**src/source/remap_cfg_pkg.sv**
```systemverilog
package remap_cfg_pkg;

  // Upstream read IDs are wide, and only a few of them are in use at any time.
  localparam int unsigned InIdWidth = 8;

  // Downstream read IDs are narrow and densely packed from zero upward.
  localparam int unsigned OutIdWidth = 3;

  // One table entry per upstream ID that may be in flight at the same time.
  localparam int unsigned MaxUniqueIds = 4;

  // Bursts in flight that one upstream ID may have before its requests stall.
  localparam int unsigned MaxTxnsPerId = 2;

  // A table index needs at least one bit, even for a single entry.
  localparam int unsigned IdxWidth = ($clog2(MaxUniqueIds) > 0) ? $clog2(MaxUniqueIds) : 1;

  // The counter must reach MaxTxnsPerId itself, not just MaxTxnsPerId - 1.
  localparam int unsigned CntWidth = $clog2(MaxTxnsPerId + 1);

  typedef logic [InIdWidth-1:0]  in_id_t;
  typedef logic [OutIdWidth-1:0] out_id_t;
  // The downstream ID is this index, zero-extended.
  typedef logic [IdxWidth-1:0]   idx_t;
  typedef logic [CntWidth-1:0]   cnt_t;

endpackage

```
**src/source/axi_rd_pkg.sv**
```systemverilog
package axi_rd_pkg;

  // Address and data widths are the same on both ports.
  // Only the ID width differs between upstream and downstream.
  localparam int unsigned AddrWidth = 32;
  localparam int unsigned DataWidth = 32;

  typedef logic [AddrWidth-1:0] addr_t;
  typedef logic [DataWidth-1:0] data_t;

  // The AXI response code is one of OKAY, EXOKAY, SLVERR or DECERR.
  typedef logic [1:0] resp_t;

endpackage

```
**src/source/ar_id_allocator.sv**
```systemverilog
`timescale 1ns/1ps

module ar_id_allocator (
  input  logic                   clk_i,
  input  logic                   rst_ni,
  // Upstream AR handshake and ID.
  input  logic                   slv_ar_valid_i,
  input  remap_cfg_pkg::in_id_t  slv_ar_id_i,
  output logic                   slv_ar_ready_o,
  // Downstream AR handshake and remapped ID.
  output logic                   mst_ar_valid_o,
  output remap_cfg_pkg::out_id_t mst_ar_id_o,
  input  logic                   mst_ar_ready_i,
  // Lookup results from the remap table.
  input  logic                   exists_i,
  input  remap_cfg_pkg::idx_t    exists_idx_i,
  input  logic                   exists_full_i,
  input  remap_cfg_pkg::idx_t    free_idx_i,
  input  logic                   full_i,
  // Entry update towards the remap table.
  output logic                   push_o,
  output remap_cfg_pkg::in_id_t  push_in_id_o,
  output remap_cfg_pkg::idx_t    push_idx_o
);

  import remap_cfg_pkg::*;

  // In Ready the request goes through combinationally.
  // In Hold a request that was already counted in the table waits for downstream.
  typedef enum logic {
    Ready,
    Hold
  } state_e;

  state_e state_d;
  state_e state_q;
  idx_t   idx_d;
  idx_t   idx_q;
  idx_t   out_idx;
  logic   admit;

  // A known ID below its limit reuses its entry, so that its bursts keep their order.
  // A new ID needs a free entry.
  assign admit = slv_ar_valid_i &&
                 ((exists_i && !exists_full_i) || (!exists_i && !full_i));

  // The table is always updated with the upstream ID currently presented.
  assign push_in_id_o = slv_ar_id_i;
  assign push_idx_o   = out_idx;

  // The index becomes the downstream ID with zeros in the upper bits.
  assign mst_ar_id_o = out_id_t'(out_idx);

  always_comb begin
    state_d        = state_q;
    idx_d          = idx_q;
    out_idx        = idx_q;
    mst_ar_valid_o = 1'b0;
    slv_ar_ready_o = 1'b0;
    push_o         = 1'b0;

    case (state_q)
      Ready: begin
        // Reuse the index of the matching entry, else take the lowest free one.
        out_idx = exists_i ? exists_idx_i : free_idx_i;
        if (admit) begin
          mst_ar_valid_o = 1'b1;
          slv_ar_ready_o = mst_ar_ready_i;
          // The burst is counted exactly once, here, even if downstream stalls.
          push_o         = 1'b1;
          if (!mst_ar_ready_i) begin
            // Keep the index so the ID cannot change while the request waits.
            idx_d   = out_idx;
            state_d = Hold;
          end
        end
      end

      Hold: begin
        // Replay the stored index without another push.
        mst_ar_valid_o = 1'b1;
        slv_ar_ready_o = mst_ar_ready_i;
        if (mst_ar_ready_i) begin
          state_d = Ready;
        end
      end

      default: begin
        state_d = Ready;
      end
    endcase
  end

  always_ff @(posedge clk_i or negedge rst_ni) begin
    if (!rst_ni) begin
      state_q <= Ready;
    end else begin
      state_q <= state_d;
    end
  end

  // The index of a request that waits in Hold.
  always_ff @(posedge clk_i) begin
    idx_q <= idx_d;
  end

  // A request that downstream has not taken stays on the bus with the same ID.
  // This covers the step from Ready into Hold as well as Hold itself.
  ar_stall_keeps_id: assert property (
    @(posedge clk_i) disable iff (!rst_ni)
    mst_ar_valid_o && !mst_ar_ready_i |=> mst_ar_valid_o && $stable(mst_ar_id_o)
  );

endmodule

```
**src/source/id_remap_table.sv**
```systemverilog
`timescale 1ns/1ps

module id_remap_table (
  input  logic                  clk_i,
  input  logic                  rst_ni,
  // An upstream ID is looked up combinationally.
  input  remap_cfg_pkg::in_id_t lookup_in_id_i,
  output logic                  exists_o,
  output remap_cfg_pkg::idx_t   exists_idx_o,
  output logic                  exists_full_o,
  // The lowest free entry is only meaningful while the table is not full.
  output remap_cfg_pkg::idx_t   free_idx_o,
  output logic                  full_o,
  // Count one more burst on an entry.
  input  logic                  push_i,
  input  remap_cfg_pkg::in_id_t push_in_id_i,
  input  remap_cfg_pkg::idx_t   push_idx_i,
  // Count one burst less on an entry.
  input  logic                  pop_i,
  input  remap_cfg_pkg::idx_t   pop_idx_i,
  // Reverse lookup from downstream index to upstream ID.
  input  remap_cfg_pkg::idx_t   lookup_idx_i,
  output remap_cfg_pkg::in_id_t lookup_in_id_o
);

  import remap_cfg_pkg::*;

  // Each entry holds an upstream ID and the number of its bursts in flight.
  // An entry with a zero count is free, whatever ID it still holds.
  in_id_t                  in_id_q [MaxUniqueIds];
  cnt_t                    cnt_d   [MaxUniqueIds];
  cnt_t                    cnt_q   [MaxUniqueIds];
  logic [MaxUniqueIds-1:0] free;
  logic [MaxUniqueIds-1:0] match;

  // Per-entry flags for the free search and the ID match.
  always_comb begin
    for (int i = 0; i < MaxUniqueIds; i++) begin
      free[i]  = (cnt_q[i] == '0);
      match[i] = !free[i] && (in_id_q[i] == lookup_in_id_i);
    end
  end

  // Lowest index wins.
  // Scanning downward lets the last hit be the lowest one.
  always_comb begin
    free_idx_o   = '0;
    exists_idx_o = '0;
    for (int i = MaxUniqueIds - 1; i >= 0; i--) begin
      if (free[i]) begin
        free_idx_o = idx_t'(i);
      end
      if (match[i]) begin
        exists_idx_o = idx_t'(i);
      end
    end
  end

  assign full_o         = ~|free;
  assign exists_o       = |match;
  assign exists_full_o  = exists_o && (cnt_q[exists_idx_o] == cnt_t'(MaxTxnsPerId));
  assign lookup_in_id_o = in_id_q[lookup_idx_i];

  // A push and a pop on the same entry in one cycle cancel out.
  always_comb begin
    for (int i = 0; i < MaxUniqueIds; i++) begin
      cnt_d[i] = cnt_q[i];
      if (push_i && (push_idx_i == idx_t'(i))) begin
        cnt_d[i] = cnt_d[i] + cnt_t'(1);
      end
      if (pop_i && (pop_idx_i == idx_t'(i))) begin
        cnt_d[i] = cnt_d[i] - cnt_t'(1);
      end
    end
  end

  always_ff @(posedge clk_i or negedge rst_ni) begin
    if (!rst_ni) begin
      cnt_q <= '{default: '0};
    end else begin
      cnt_q <= cnt_d;
    end
  end

  // A push records which upstream ID owns the entry.
  always_ff @(posedge clk_i) begin
    if (push_i) begin
      in_id_q[push_idx_i] <= push_in_id_i;
    end
  end

  // The allocator must only push to a free entry or to the entry of the same ID below its limit.
  push_is_legal: assert property (
    @(posedge clk_i) disable iff (!rst_ni)
    push_i |-> (cnt_q[push_idx_i] == '0 || in_id_q[push_idx_i] == push_in_id_i) &&
               (cnt_q[push_idx_i] < cnt_t'(MaxTxnsPerId))
  );

  // A last beat can only come back for a burst that was counted.
  pop_has_burst: assert property (
    @(posedge clk_i) disable iff (!rst_ni)
    pop_i |-> cnt_q[pop_idx_i] != '0
  );

  // One upstream ID never owns two entries.
  match_is_unique: assert property (
    @(posedge clk_i) disable iff (!rst_ni)
    $onehot0(match)
  );

endmodule

```
**src/source/r_id_restorer.sv**
```systemverilog
`timescale 1ns/1ps

module r_id_restorer (
  input  logic                   clk_i,
  input  logic                   rst_ni,
  // Downstream R channel.
  input  logic                   mst_r_valid_i,
  input  remap_cfg_pkg::out_id_t mst_r_id_i,
  input  axi_rd_pkg::data_t      mst_r_data_i,
  input  axi_rd_pkg::resp_t      mst_r_resp_i,
  input  logic                   mst_r_last_i,
  output logic                   mst_r_ready_o,
  // The upstream R channel is driven from the slice register.
  output logic                   slv_r_valid_o,
  output remap_cfg_pkg::in_id_t  slv_r_id_o,
  output axi_rd_pkg::data_t      slv_r_data_o,
  output axi_rd_pkg::resp_t      slv_r_resp_o,
  output logic                   slv_r_last_o,
  input  logic                   slv_r_ready_i,
  // Remap table access.
  output remap_cfg_pkg::idx_t    lookup_idx_o,
  input  remap_cfg_pkg::in_id_t  lookup_in_id_i,
  output logic                   pop_o,
  output remap_cfg_pkg::idx_t    pop_idx_o
);

  import remap_cfg_pkg::*;
  import axi_rd_pkg::*;

  logic valid_q;
  idx_t idx_q;
  logic capture;

  // The slice takes a new beat when empty or when its held beat leaves in this cycle.
  assign mst_r_ready_o = !valid_q || slv_r_ready_i;
  assign capture       = mst_r_valid_i && mst_r_ready_o;

  // The upper ID bits are always zero, so the low bits are the table index.
  assign lookup_idx_o  = mst_r_id_i[IdxWidth-1:0];

  assign slv_r_valid_o = valid_q;

  // The burst is done when its last beat leaves upstream, and only then is the entry released.
  assign pop_o     = valid_q && slv_r_ready_i && slv_r_last_o;
  assign pop_idx_o = idx_q;

  always_ff @(posedge clk_i or negedge rst_ni) begin
    if (!rst_ni) begin
      valid_q <= 1'b0;
    end else if (capture) begin
      valid_q <= 1'b1;
    end else if (slv_r_ready_i) begin
      valid_q <= 1'b0;
    end
  end

  // The upstream ID is looked up while the beat enters, since the entry may be freed later.
  always_ff @(posedge clk_i) begin
    if (capture) begin
      slv_r_id_o   <= lookup_in_id_i;
      slv_r_data_o <= mst_r_data_i;
      slv_r_resp_o <= mst_r_resp_i;
      slv_r_last_o <= mst_r_last_i;
      idx_q        <= lookup_idx_o;
    end
  end

  // A beat offered upstream stays put until it is taken.
  r_stall_holds_beat: assert property (
    @(posedge clk_i) disable iff (!rst_ni)
    slv_r_valid_o && !slv_r_ready_i |=>
      slv_r_valid_o &&
      $stable({slv_r_id_o, slv_r_data_o, slv_r_resp_o, slv_r_last_o})
  );

endmodule

```
**src/source/id_remap_top.sv**
```systemverilog
`timescale 1ns/1ps

module id_remap_top (
  input  logic                   clk_i,
  input  logic                   rst_ni,
  // Upstream AR.
  input  logic                   slv_ar_valid_i,
  input  remap_cfg_pkg::in_id_t  slv_ar_id_i,
  input  axi_rd_pkg::addr_t      slv_ar_addr_i,
  output logic                   slv_ar_ready_o,
  // Upstream R.
  input  logic                   slv_r_ready_i,
  output logic                   slv_r_valid_o,
  output remap_cfg_pkg::in_id_t  slv_r_id_o,
  output axi_rd_pkg::data_t      slv_r_data_o,
  output axi_rd_pkg::resp_t      slv_r_resp_o,
  output logic                   slv_r_last_o,
  // Downstream AR.
  output logic                   mst_ar_valid_o,
  output remap_cfg_pkg::out_id_t mst_ar_id_o,
  output axi_rd_pkg::addr_t      mst_ar_addr_o,
  input  logic                   mst_ar_ready_i,
  // Downstream R.
  input  logic                   mst_r_valid_i,
  input  remap_cfg_pkg::out_id_t mst_r_id_i,
  input  axi_rd_pkg::data_t      mst_r_data_i,
  input  axi_rd_pkg::resp_t      mst_r_resp_i,
  input  logic                   mst_r_last_i,
  output logic                   mst_r_ready_o
);

  import remap_cfg_pkg::*;
  import axi_rd_pkg::*;

  // Allocator and table.
  logic   exists;
  idx_t   exists_idx;
  logic   exists_full;
  idx_t   free_idx;
  logic   full;
  logic   push;
  in_id_t push_in_id;
  idx_t   push_idx;

  // Restorer and table.
  idx_t   lookup_idx;
  in_id_t lookup_in_id;
  logic   pop;
  idx_t   pop_idx;

  // Only the ID is remapped, the address is not touched.
  assign mst_ar_addr_o = slv_ar_addr_i;

  // The allocator is the request side.
  ar_id_allocator i_allocator (
    .clk_i          ( clk_i          ),
    .rst_ni         ( rst_ni         ),
    .slv_ar_valid_i ( slv_ar_valid_i ),
    .slv_ar_id_i    ( slv_ar_id_i    ),
    .slv_ar_ready_o ( slv_ar_ready_o ),
    .mst_ar_valid_o ( mst_ar_valid_o ),
    .mst_ar_id_o    ( mst_ar_id_o    ),
    .mst_ar_ready_i ( mst_ar_ready_i ),
    .exists_i       ( exists         ),
    .exists_idx_i   ( exists_idx     ),
    .exists_full_i  ( exists_full    ),
    .free_idx_i     ( free_idx       ),
    .full_i         ( full           ),
    .push_o         ( push           ),
    .push_in_id_o   ( push_in_id     ),
    .push_idx_o     ( push_idx       )
  );

  // The table is looked up with the upstream AR ID directly.
  id_remap_table i_table (
    .clk_i          ( clk_i          ),
    .rst_ni         ( rst_ni         ),
    .lookup_in_id_i ( slv_ar_id_i    ),
    .exists_o       ( exists         ),
    .exists_idx_o   ( exists_idx     ),
    .exists_full_o  ( exists_full    ),
    .free_idx_o     ( free_idx       ),
    .full_o         ( full           ),
    .push_i         ( push           ),
    .push_in_id_i   ( push_in_id     ),
    .push_idx_i     ( push_idx       ),
    .pop_i          ( pop            ),
    .pop_idx_i      ( pop_idx        ),
    .lookup_idx_i   ( lookup_idx     ),
    .lookup_in_id_o ( lookup_in_id   )
  );

  // The restorer is the response side.
  r_id_restorer i_restorer (
    .clk_i          ( clk_i          ),
    .rst_ni         ( rst_ni         ),
    .mst_r_valid_i  ( mst_r_valid_i  ),
    .mst_r_id_i     ( mst_r_id_i     ),
    .mst_r_data_i   ( mst_r_data_i   ),
    .mst_r_resp_i   ( mst_r_resp_i   ),
    .mst_r_last_i   ( mst_r_last_i   ),
    .mst_r_ready_o  ( mst_r_ready_o  ),
    .slv_r_valid_o  ( slv_r_valid_o  ),
    .slv_r_id_o     ( slv_r_id_o     ),
    .slv_r_data_o   ( slv_r_data_o   ),
    .slv_r_resp_o   ( slv_r_resp_o   ),
    .slv_r_last_o   ( slv_r_last_o   ),
    .slv_r_ready_i  ( slv_r_ready_i  ),
    .lookup_idx_o   ( lookup_idx     ),
    .lookup_in_id_i ( lookup_in_id   ),
    .pop_o          ( pop            ),
    .pop_idx_o      ( pop_idx        )
  );

endmodule

```
**config.mk**
```make
export PLATFORM = sky130hd
export DESIGN_NAME = id_remap_top
export DESIGN_NICKNAME = d
export VERILOG_FILES = /design/src/source/remap_cfg_pkg.sv /design/src/source/axi_rd_pkg.sv /design/src/source/ar_id_allocator.sv /design/src/source/id_remap_table.sv /design/src/source/r_id_restorer.sv /design/src/source/id_remap_top.sv
export SDC_FILE = /design/constraint.sdc
export NUM_CORES = 1
export LEC_CHECK = 0
export BUFFER_PORTS_ARGS = -buffer_cell sky130_fd_sc_hd__buf_2
export CAP_MARGIN = 20
export CORE_MARGIN = 4
export CORE_UTILIZATION = 45
export DETAILED_ROUTE_END_ITERATION = 12
export GPL_TIMING_DRIVEN = 0
export PLACE_DENSITY = 0.79
export SLEW_MARGIN = 20
export SYNTH_ARGS = -nofsm -noshare
export SYNTH_HDL_FRONTEND = slang
export SYNTH_HIERARCHICAL = 1
export SYNTH_SLANG_ARGS = --single-unit
```
**constraint.sdc**
```tcl
create_clock -name clk_i -period 3.7 [get_ports clk_i]
set_input_delay 0.74 -clock clk_i [delete_from_list [all_inputs] [get_ports clk_i]]
set_output_delay 0.74 -clock clk_i [all_outputs]
set_load 0.05 [all_outputs]
```
==> results of run 1 <==
==> cells in the mapped netlist <==
cell | instances | area share
nand2b_4 | 1 | 0.0033
dfrtp_1 | 10 | 0.060
nor4_1 | 5 | 0.0075
nor3_1 | 6 | 0.0072
edfxtp_1 | 79 | 0.57
a221o_1 | 1 | 0.0024
nor2_1 | 10 | 0.0090
a2bb2oi_1 | 1 | 0.0021
ha_1 | 4 | 0.012
nor3b_1 | 3 | 0.0054
mux2_2 | 2 | 0.0054
clkbuf_1 | 2 | 0.0018
inv_1 | 12 | 0.011
a21oi_1 | 5 | 0.0060
and3_1 | 2 | 0.0030
xnor2_1 | 33 | 0.070
nor3b_2 | 1 | 0.0030
nor2b_1 | 1 | 0.0015
o31ai_2 | 2 | 0.0060
o21bai_1 | 1 | 0.0018
nand3b_1 | 4 | 0.0072
conb_1 | 1 | 0.00090
o211ai_1 | 1 | 0.0018
or4_1 | 2 | 0.0036
nand4_1 | 6 | 0.0090
and2_4 | 1 | 0.0021
o211a_1 | 1 | 0.0024
nand2b_1 | 3 | 0.0045
buf_4 | 45 | 0.081
xor2_1 | 11 | 0.023
and2_1 | 1 | 0.0015
nand3_1 | 7 | 0.0084
nand2_1 | 4 | 0.0036
mux2_4 | 3 | 0.011
mux4_2 | 8 | 0.043
o21ai_0 | 5 | 0.0060
or2_2 | 1 | 0.0015
==> routing by layer <==
layer | global-route usage | up-vias
li1 | - | 1288
met1 | 0.182 | 1305
met2 | 0.311 | 109
met3 | 0.0546 | 11
met4 | 0.0560 | 0
met5 | 0 | -
==> metrics by stage <==
| stage | util | hold WS [ns] |
|---|---|---|
| finish | 0.596 | 0.236 |
| global route | 0.596 | 0.231 |
| CTS | 0.592 | 0.231 |
| detailed placement | 0.561 | 0.529 |
| global placement | 0.561 | 0.505 |
| floorplan | - | 0.444 |
==> path summary, 6_finish.rpt <==
path,startpoint,end,slack [ns],depth (start not counted)
max,slv_ar_id_i[1],mst_ar_id_o[0],0.11,8
min,rst_ni,i_table/cnt_q[6],0.24,1
max reg2reg,i_table/in_id_q[1][1],i_table/cnt_q[3],0.37,12
min reg2reg,i_table/cnt_q[6],i_table/cnt_q[7],0.53,1
max in group asynchronous,rst_ni,i_table/cnt_q[5],3.26,1
min in group clk_i,i_table/cnt_q[6],i_table/cnt_q[7],0.53,1
==> power groups by stage <==
stage	combinational, mW	clock [mW]	sequential, mW
after floorplan	0.679	0	1.47
after global placement	0.985	0	1.38
after detailed placement	1.01	0	1.39
after CTS	1.04	0.824	1.36
after global routing	1.13	0.873	1.38
final	1.06	0.815	1.36
==> registers in the layout, summed over array words and instances (netlist names) <==
register / flops
i_restorer/slv_r_last_o: 1
i_table/in_id_q: 32
i_restorer/slv_r_id_o: 8
i_restorer/slv_r_data_o: 32
i_allocator/idx_q: 2
i_table/cnt_q: 8
i_allocator/state_q: 1
i_restorer/slv_r_resp_o: 2
i_restorer/slv_r_valid_o: 1
i_restorer/pop_idx_o: 2
==> placed cells by master, fill, tap and decap left out, types with 4 or more instances in the layout <==
master    instances
buf_2           131
edfxtp_1         79
buf_4            51
xnor2_1          33
inv_1            11
xor2_1           11
dfrtp_1          10
clkbuf_8          9
nor2_1            9
mux4_2            8
nand3_1           7
nor3_1            6
nand4_1           6
a21oi_1           5
nand2_1           4
nand3b_1          4
o21ai_0           4
ha_1              4
==> kinds of logic (layout without fill, tap and decap cells) <==
family,after synthesis,in the layout
DFF,89,89
buffers and inverters,59,212
and+or+nand+nor,58,58
AOI/OAI and AO/OA,17,17
other,1,1
xor gates and xnor gates,44,44
muxes,13,13
adders and majority gates,4,4
==> critical path, cell delays in order <==
cell,delay (ns)
buf_2,0.14
xnor2_1,0.24
nand4_1,0.16
or4_1,0.51
nand3b_1,0.23
mux2_4,0.33
mux2_2,0.28
buf_2,0.22
==> area by class of cell <==
type	count	area share
clock buffer	9	0.0235
sequential	89	0.497
timing repair buffer	137	0.133
clock inverter	7	0.0239
inverter	12	0.00925
tap	108	0.0256
buffer	47	0.0654
multi-input combinational	137	0.223
==> repair_timing <==
item	4_1_cts	5_1_grt
resized for setup	1	3
setup endpoints to repair	2	15
pin swaps	1	0
setup buffers	3	3
==> reports/metrics.csv, run 1 <==
metric,value,unit
first-pass GRT wire length,14200,µm
post-route minimum period,3.59,ns
largest family of logic cells by synthesized area,buffers and inverters,
DRT Wirelength,9430,µm
H-tree depth,3,
TNS Setup,0,ns
Tightest Pin Transition,0.642,ns
status,completed,
Pre-antenna DRT Iters,4,
Slew HR,0.571,
Critical Path RT,2.96,ns
Comb power frac,0.328,
simple-gate share of the synthesized area,0.0816,
leakage,2.17,nW
Switching Share,0.344,
Critical Path Sink Type,output pin,
post-synthesis mux area share,0.0596,
post-synthesis adder-cell area fraction,0.0120,
post-route DRC violation count,0,
Synth Warn #,6,
initial drt markers,160,
DP Cell Count,524,
Root Driver,clkbuf_8,
Final Wtd Congestion,0.865,
Initial Util,0.470,
CTS max path bufs,2,
fraction of the mapped netlist area in compound gates,0.0286,
register area,2620,µm²
Antenna Nets Post-Route,0,
Clock power frac,0.251,
Synth cell types,37,
CTS sink cnt,89,
CP arrival,2.85,ns
post-route cell area,5280,µm²
Chip Width,104,µm
Final Cycle Share,0.969,
Antenna Cells,0,
multi-input combinational cell area,1170,µm²
vias per inst,4.97,
PnR worst setup slack,0.114,ns
met2 WL post-DR,5000,µm
Mapped Nets,373,
xor/xnor share of the synthesized area,0.0927,
core area,8850,µm²
RSZ-0062 raised after global routing,no,
Critical Path Start Type,input port,
NetSw,1.12,mW
Setup Viol. Count Final,0,
peak supply drop,218,µV
PD cells,614,nW/µm²
Worst Path Max Fanout,5,
Reg power frac,0.421,
Post-Place Worst Slack,-0.520,ns
Post-DP Area,4960,µm²
routed via count,2713,
fill count,660,
Die Footprint,10800,µm²
max cap viols,0,
Die Y,104,µm
highest routed layer,met4,
"Slew Viols, Final",0,
synthesized flop and latch total,89,
TritonCTS buffer count,9,
Tot Pwr,3.24,mW
final hold viol count,0,
initial antenna violation count,0,
Internal Power,2.13,mW
fin nets,521,
Mapped Area,4160,µm²
Cells after Synth,285,
GRT Total Usage,0.169,
"Seq/Total Area, Yosys",0.631,
WL/cell,17.3,µm
share of layout cells above drive strength 1,0.505,
IO Count,166,
"Avg Cell Area, Syn",14.6,µm²
"Clk pin slew, worst setup/hold paths",0.09,ns
"Clk Latency, worst-skew pair",0.37,ns
"non-filler cells, final",546,
Worst Setup Path Type,in -> out,
largest net degree at the start of global routing,46,
synth-to-layout area growth,26.9,%
met3 routed WL,669,µm
met1 wire length,3630,µm
Layout Skew,0.0178,ns
IO Port Bufs,131,
vias in the first global route,2693,
Hold Crit Class,in -> async,
global route total overflow,0,
top achievable clock speed,279,MHz
CTS tree,built,
Rows,34,
DP Wirelength,6960,µm
"Hold-fix buffers, CTS",0,
(Power assumes the default switching activity.)
==> inputs of run 2 (changes only) <==
--- a/config.mk
+++ b/config.mk
@@ -7,6 +7,7 @@
 export LEC_CHECK = 0
 export BUFFER_PORTS_ARGS = -buffer_cell sky130_fd_sc_hd__buf_2
 export CAP_MARGIN = 20
+export CORE_ASPECT_RATIO = 0.8
 export CORE_MARGIN = 4
 export CORE_UTILIZATION = 45
 export DETAILED_ROUTE_END_ITERATION = 12
==> run 2 against run 1 <==
Register-to-register slack barely moved; worst setup slack got worse by 0.032 ns; critical path type unchanged; die area about the same; clock skew down 0.0090 ns; clock power increased by 0.9%; maximum frequency decreased by 0.89%.
==> reports/metrics.csv, run 2 (synthesized netlist as in run 1, its figures left out) <==
metric,value,unit
status,completed,
Antenna Nets Post-Route,0,
DP Wirelength,6910,µm
flop2flop setup slack,0.36,ns
R2R Path Start,i_table/in_id_q[1][1],
final hold viol count,0,
Root Driver,clkbuf_16,
WL/cell,16.5,µm
Final Cycle Share,0.978,
CP arrival,2.88,ns
PD cells,615,nW/µm²
Hold Crit Class,in -> async,
Die Y,94.0,µm
Die Footprint,10900,µm²
"Clk Latency, worst-skew pair",0.34,ns
post-route minimum period,3.62,ns
peak supply drop,548,µV
Antenna Cells,0,
leakage,2.17,nW
vias per inst,4.99,
Pre-antenna DRT Iters,6,
"Slew Viols, Final",0,
share of layout cells above drive strength 1,0.499,
routed via count,2754,
most frequent cells in the layout,"buf_2, edfxtp_1, buf_4, xnor2_1",
Worst Path Max Fanout,5,
fin nets,521,
Layout Skew,0.00885,ns
core area,9040,µm²
max cap viols,0,
Post-Place Worst Slack,-0.530,ns
initial drt markers,182,
"non-filler cells, final",552,
initial antenna violation count,0,
first-pass GRT wire length,13600,µm
Critical Path Sink Type,output pin,
Slew HR,0.571,
Rows,31,
DP Cell Count,531,
"commonest non-fill, non-tap cell in the layout",buf_2,
Worst Setup SP,slv_ar_id_i[1],
Worst Setup EP,mst_ar_id_o[0],
global route total overflow,0,
largest net degree at the start of global routing,46,
H-tree depth,3,
"Hold-fix buffers, CTS",0,
IO Count,166,
IO Port Bufs,131,
TritonCTS buffer count,9,
Critical Path Start Type,input port,
worst reg2reg path depth,12,
reg2reg end,i_table/cnt_q[3],
Initial Util,0.460,
Worst Setup Path Type,in -> out,
Hold WS,0.260,ns
synth-to-layout area growth,27.8,%
CTS max path bufs,2,
Chip Width,115,µm
fill count,668,
CTS sink cnt,89,
vias in the first global route,2667,
PnR worst setup slack,0.0821,ns
CTS tree,built,
DRT Wirelength,9110,µm
"Core Util, Final",0.588,
GRT Total Usage,0.165,
"Clk pin slew, worst setup/hold paths",0.06,ns
top achievable clock speed,276,MHz
Critical Path RT,2.96,ns
post-route DRC violation count,0,
Regs by FF count,"i_restorer/slv_r_data_o (32), i_table/in_id_q (32)",
Tightest Pin Transition,0.644,ns
Tot Pwr,3.27,mW
Setup Viol. Count Final,0,
Final Wtd Congestion,0.825,
RSZ-0062 raised after global routing,no,
run 2: area by class of cell:
cell class / instances / area (µm²) / share of cell area
Buffer: 47 / 345 / 0.0650
Clock buffer: 10 / 229 / 0.0431
Clock inverter: 5 / 41.3 / 0.00777
Inverter: 12 / 48.8 / 0.00919
Multi-Input combinational cell: 137 / 1170 / 0.220
Sequential cell: 89 / 2620 / 0.494
Tap cell: 115 / 144 / 0.0271
Timing Repair Buffer: 137 / 713 / 0.134
run 2: metrics by stage:
step	setup TNS, ns	instance area (µm²)
global placement	-6.03	4970
floorplan	0	4170
finish	0	5310
global route	0	5310
CTS	0	5290
detailed placement	-8.55	4970
run 2: repair_timing:
item | 4_1_cts | 5_1_grt
gates resized for setup | 2 | 1
buffers inserted | 4 | 2
pin swaps | 0 | 0
setup endpoints to repair | 12 | 5
cloned | 0 | 0
run 2: report_power, final:
part           total [mW]  leakage [nW]  switching [mW]  internal (mW)
clock               0.822         0.125           0.367          0.456
sequential           1.37         0.855          0.0976           1.27
combinational        1.08          1.19           0.661          0.417
run 2: per-layer routing:
metal,GRT usage,wire [µm],vias to the layer above,share of wire
met4,0.0616,125,0,0.014
li1,-,-,1288,-
met3,0.0386,789,9,0.087
met1,0.205,3710,1340,0.41
met2,0.280,4480,117,0.49
met5,0,0,-,0
run 2: worst max-delay path, stage by stage:
cell,delay [ns]
buf_2,0.15
xnor2_1,0.27
nand4_1,0.13
or4_1,0.51
nand3b_1,0.24
mux2_4,0.33
mux2_2,0.28
buf_2,0.23
run 2: how the worst min path moves through the flow:
stage / start / to / cells past startpoint
floorplan: rst_ni / i_allocator/state_q / 0
global placement: i_table/cnt_q[6] / i_table/cnt_q[7] / 1
detailed placement: i_table/cnt_q[6] / i_table/cnt_q[6] / 1
CTS: rst_ni / i_allocator/state_q / 1
global route: rst_ni / i_table/cnt_q[5] / 1
finish: rst_ni / i_table/cnt_q[5] / 1
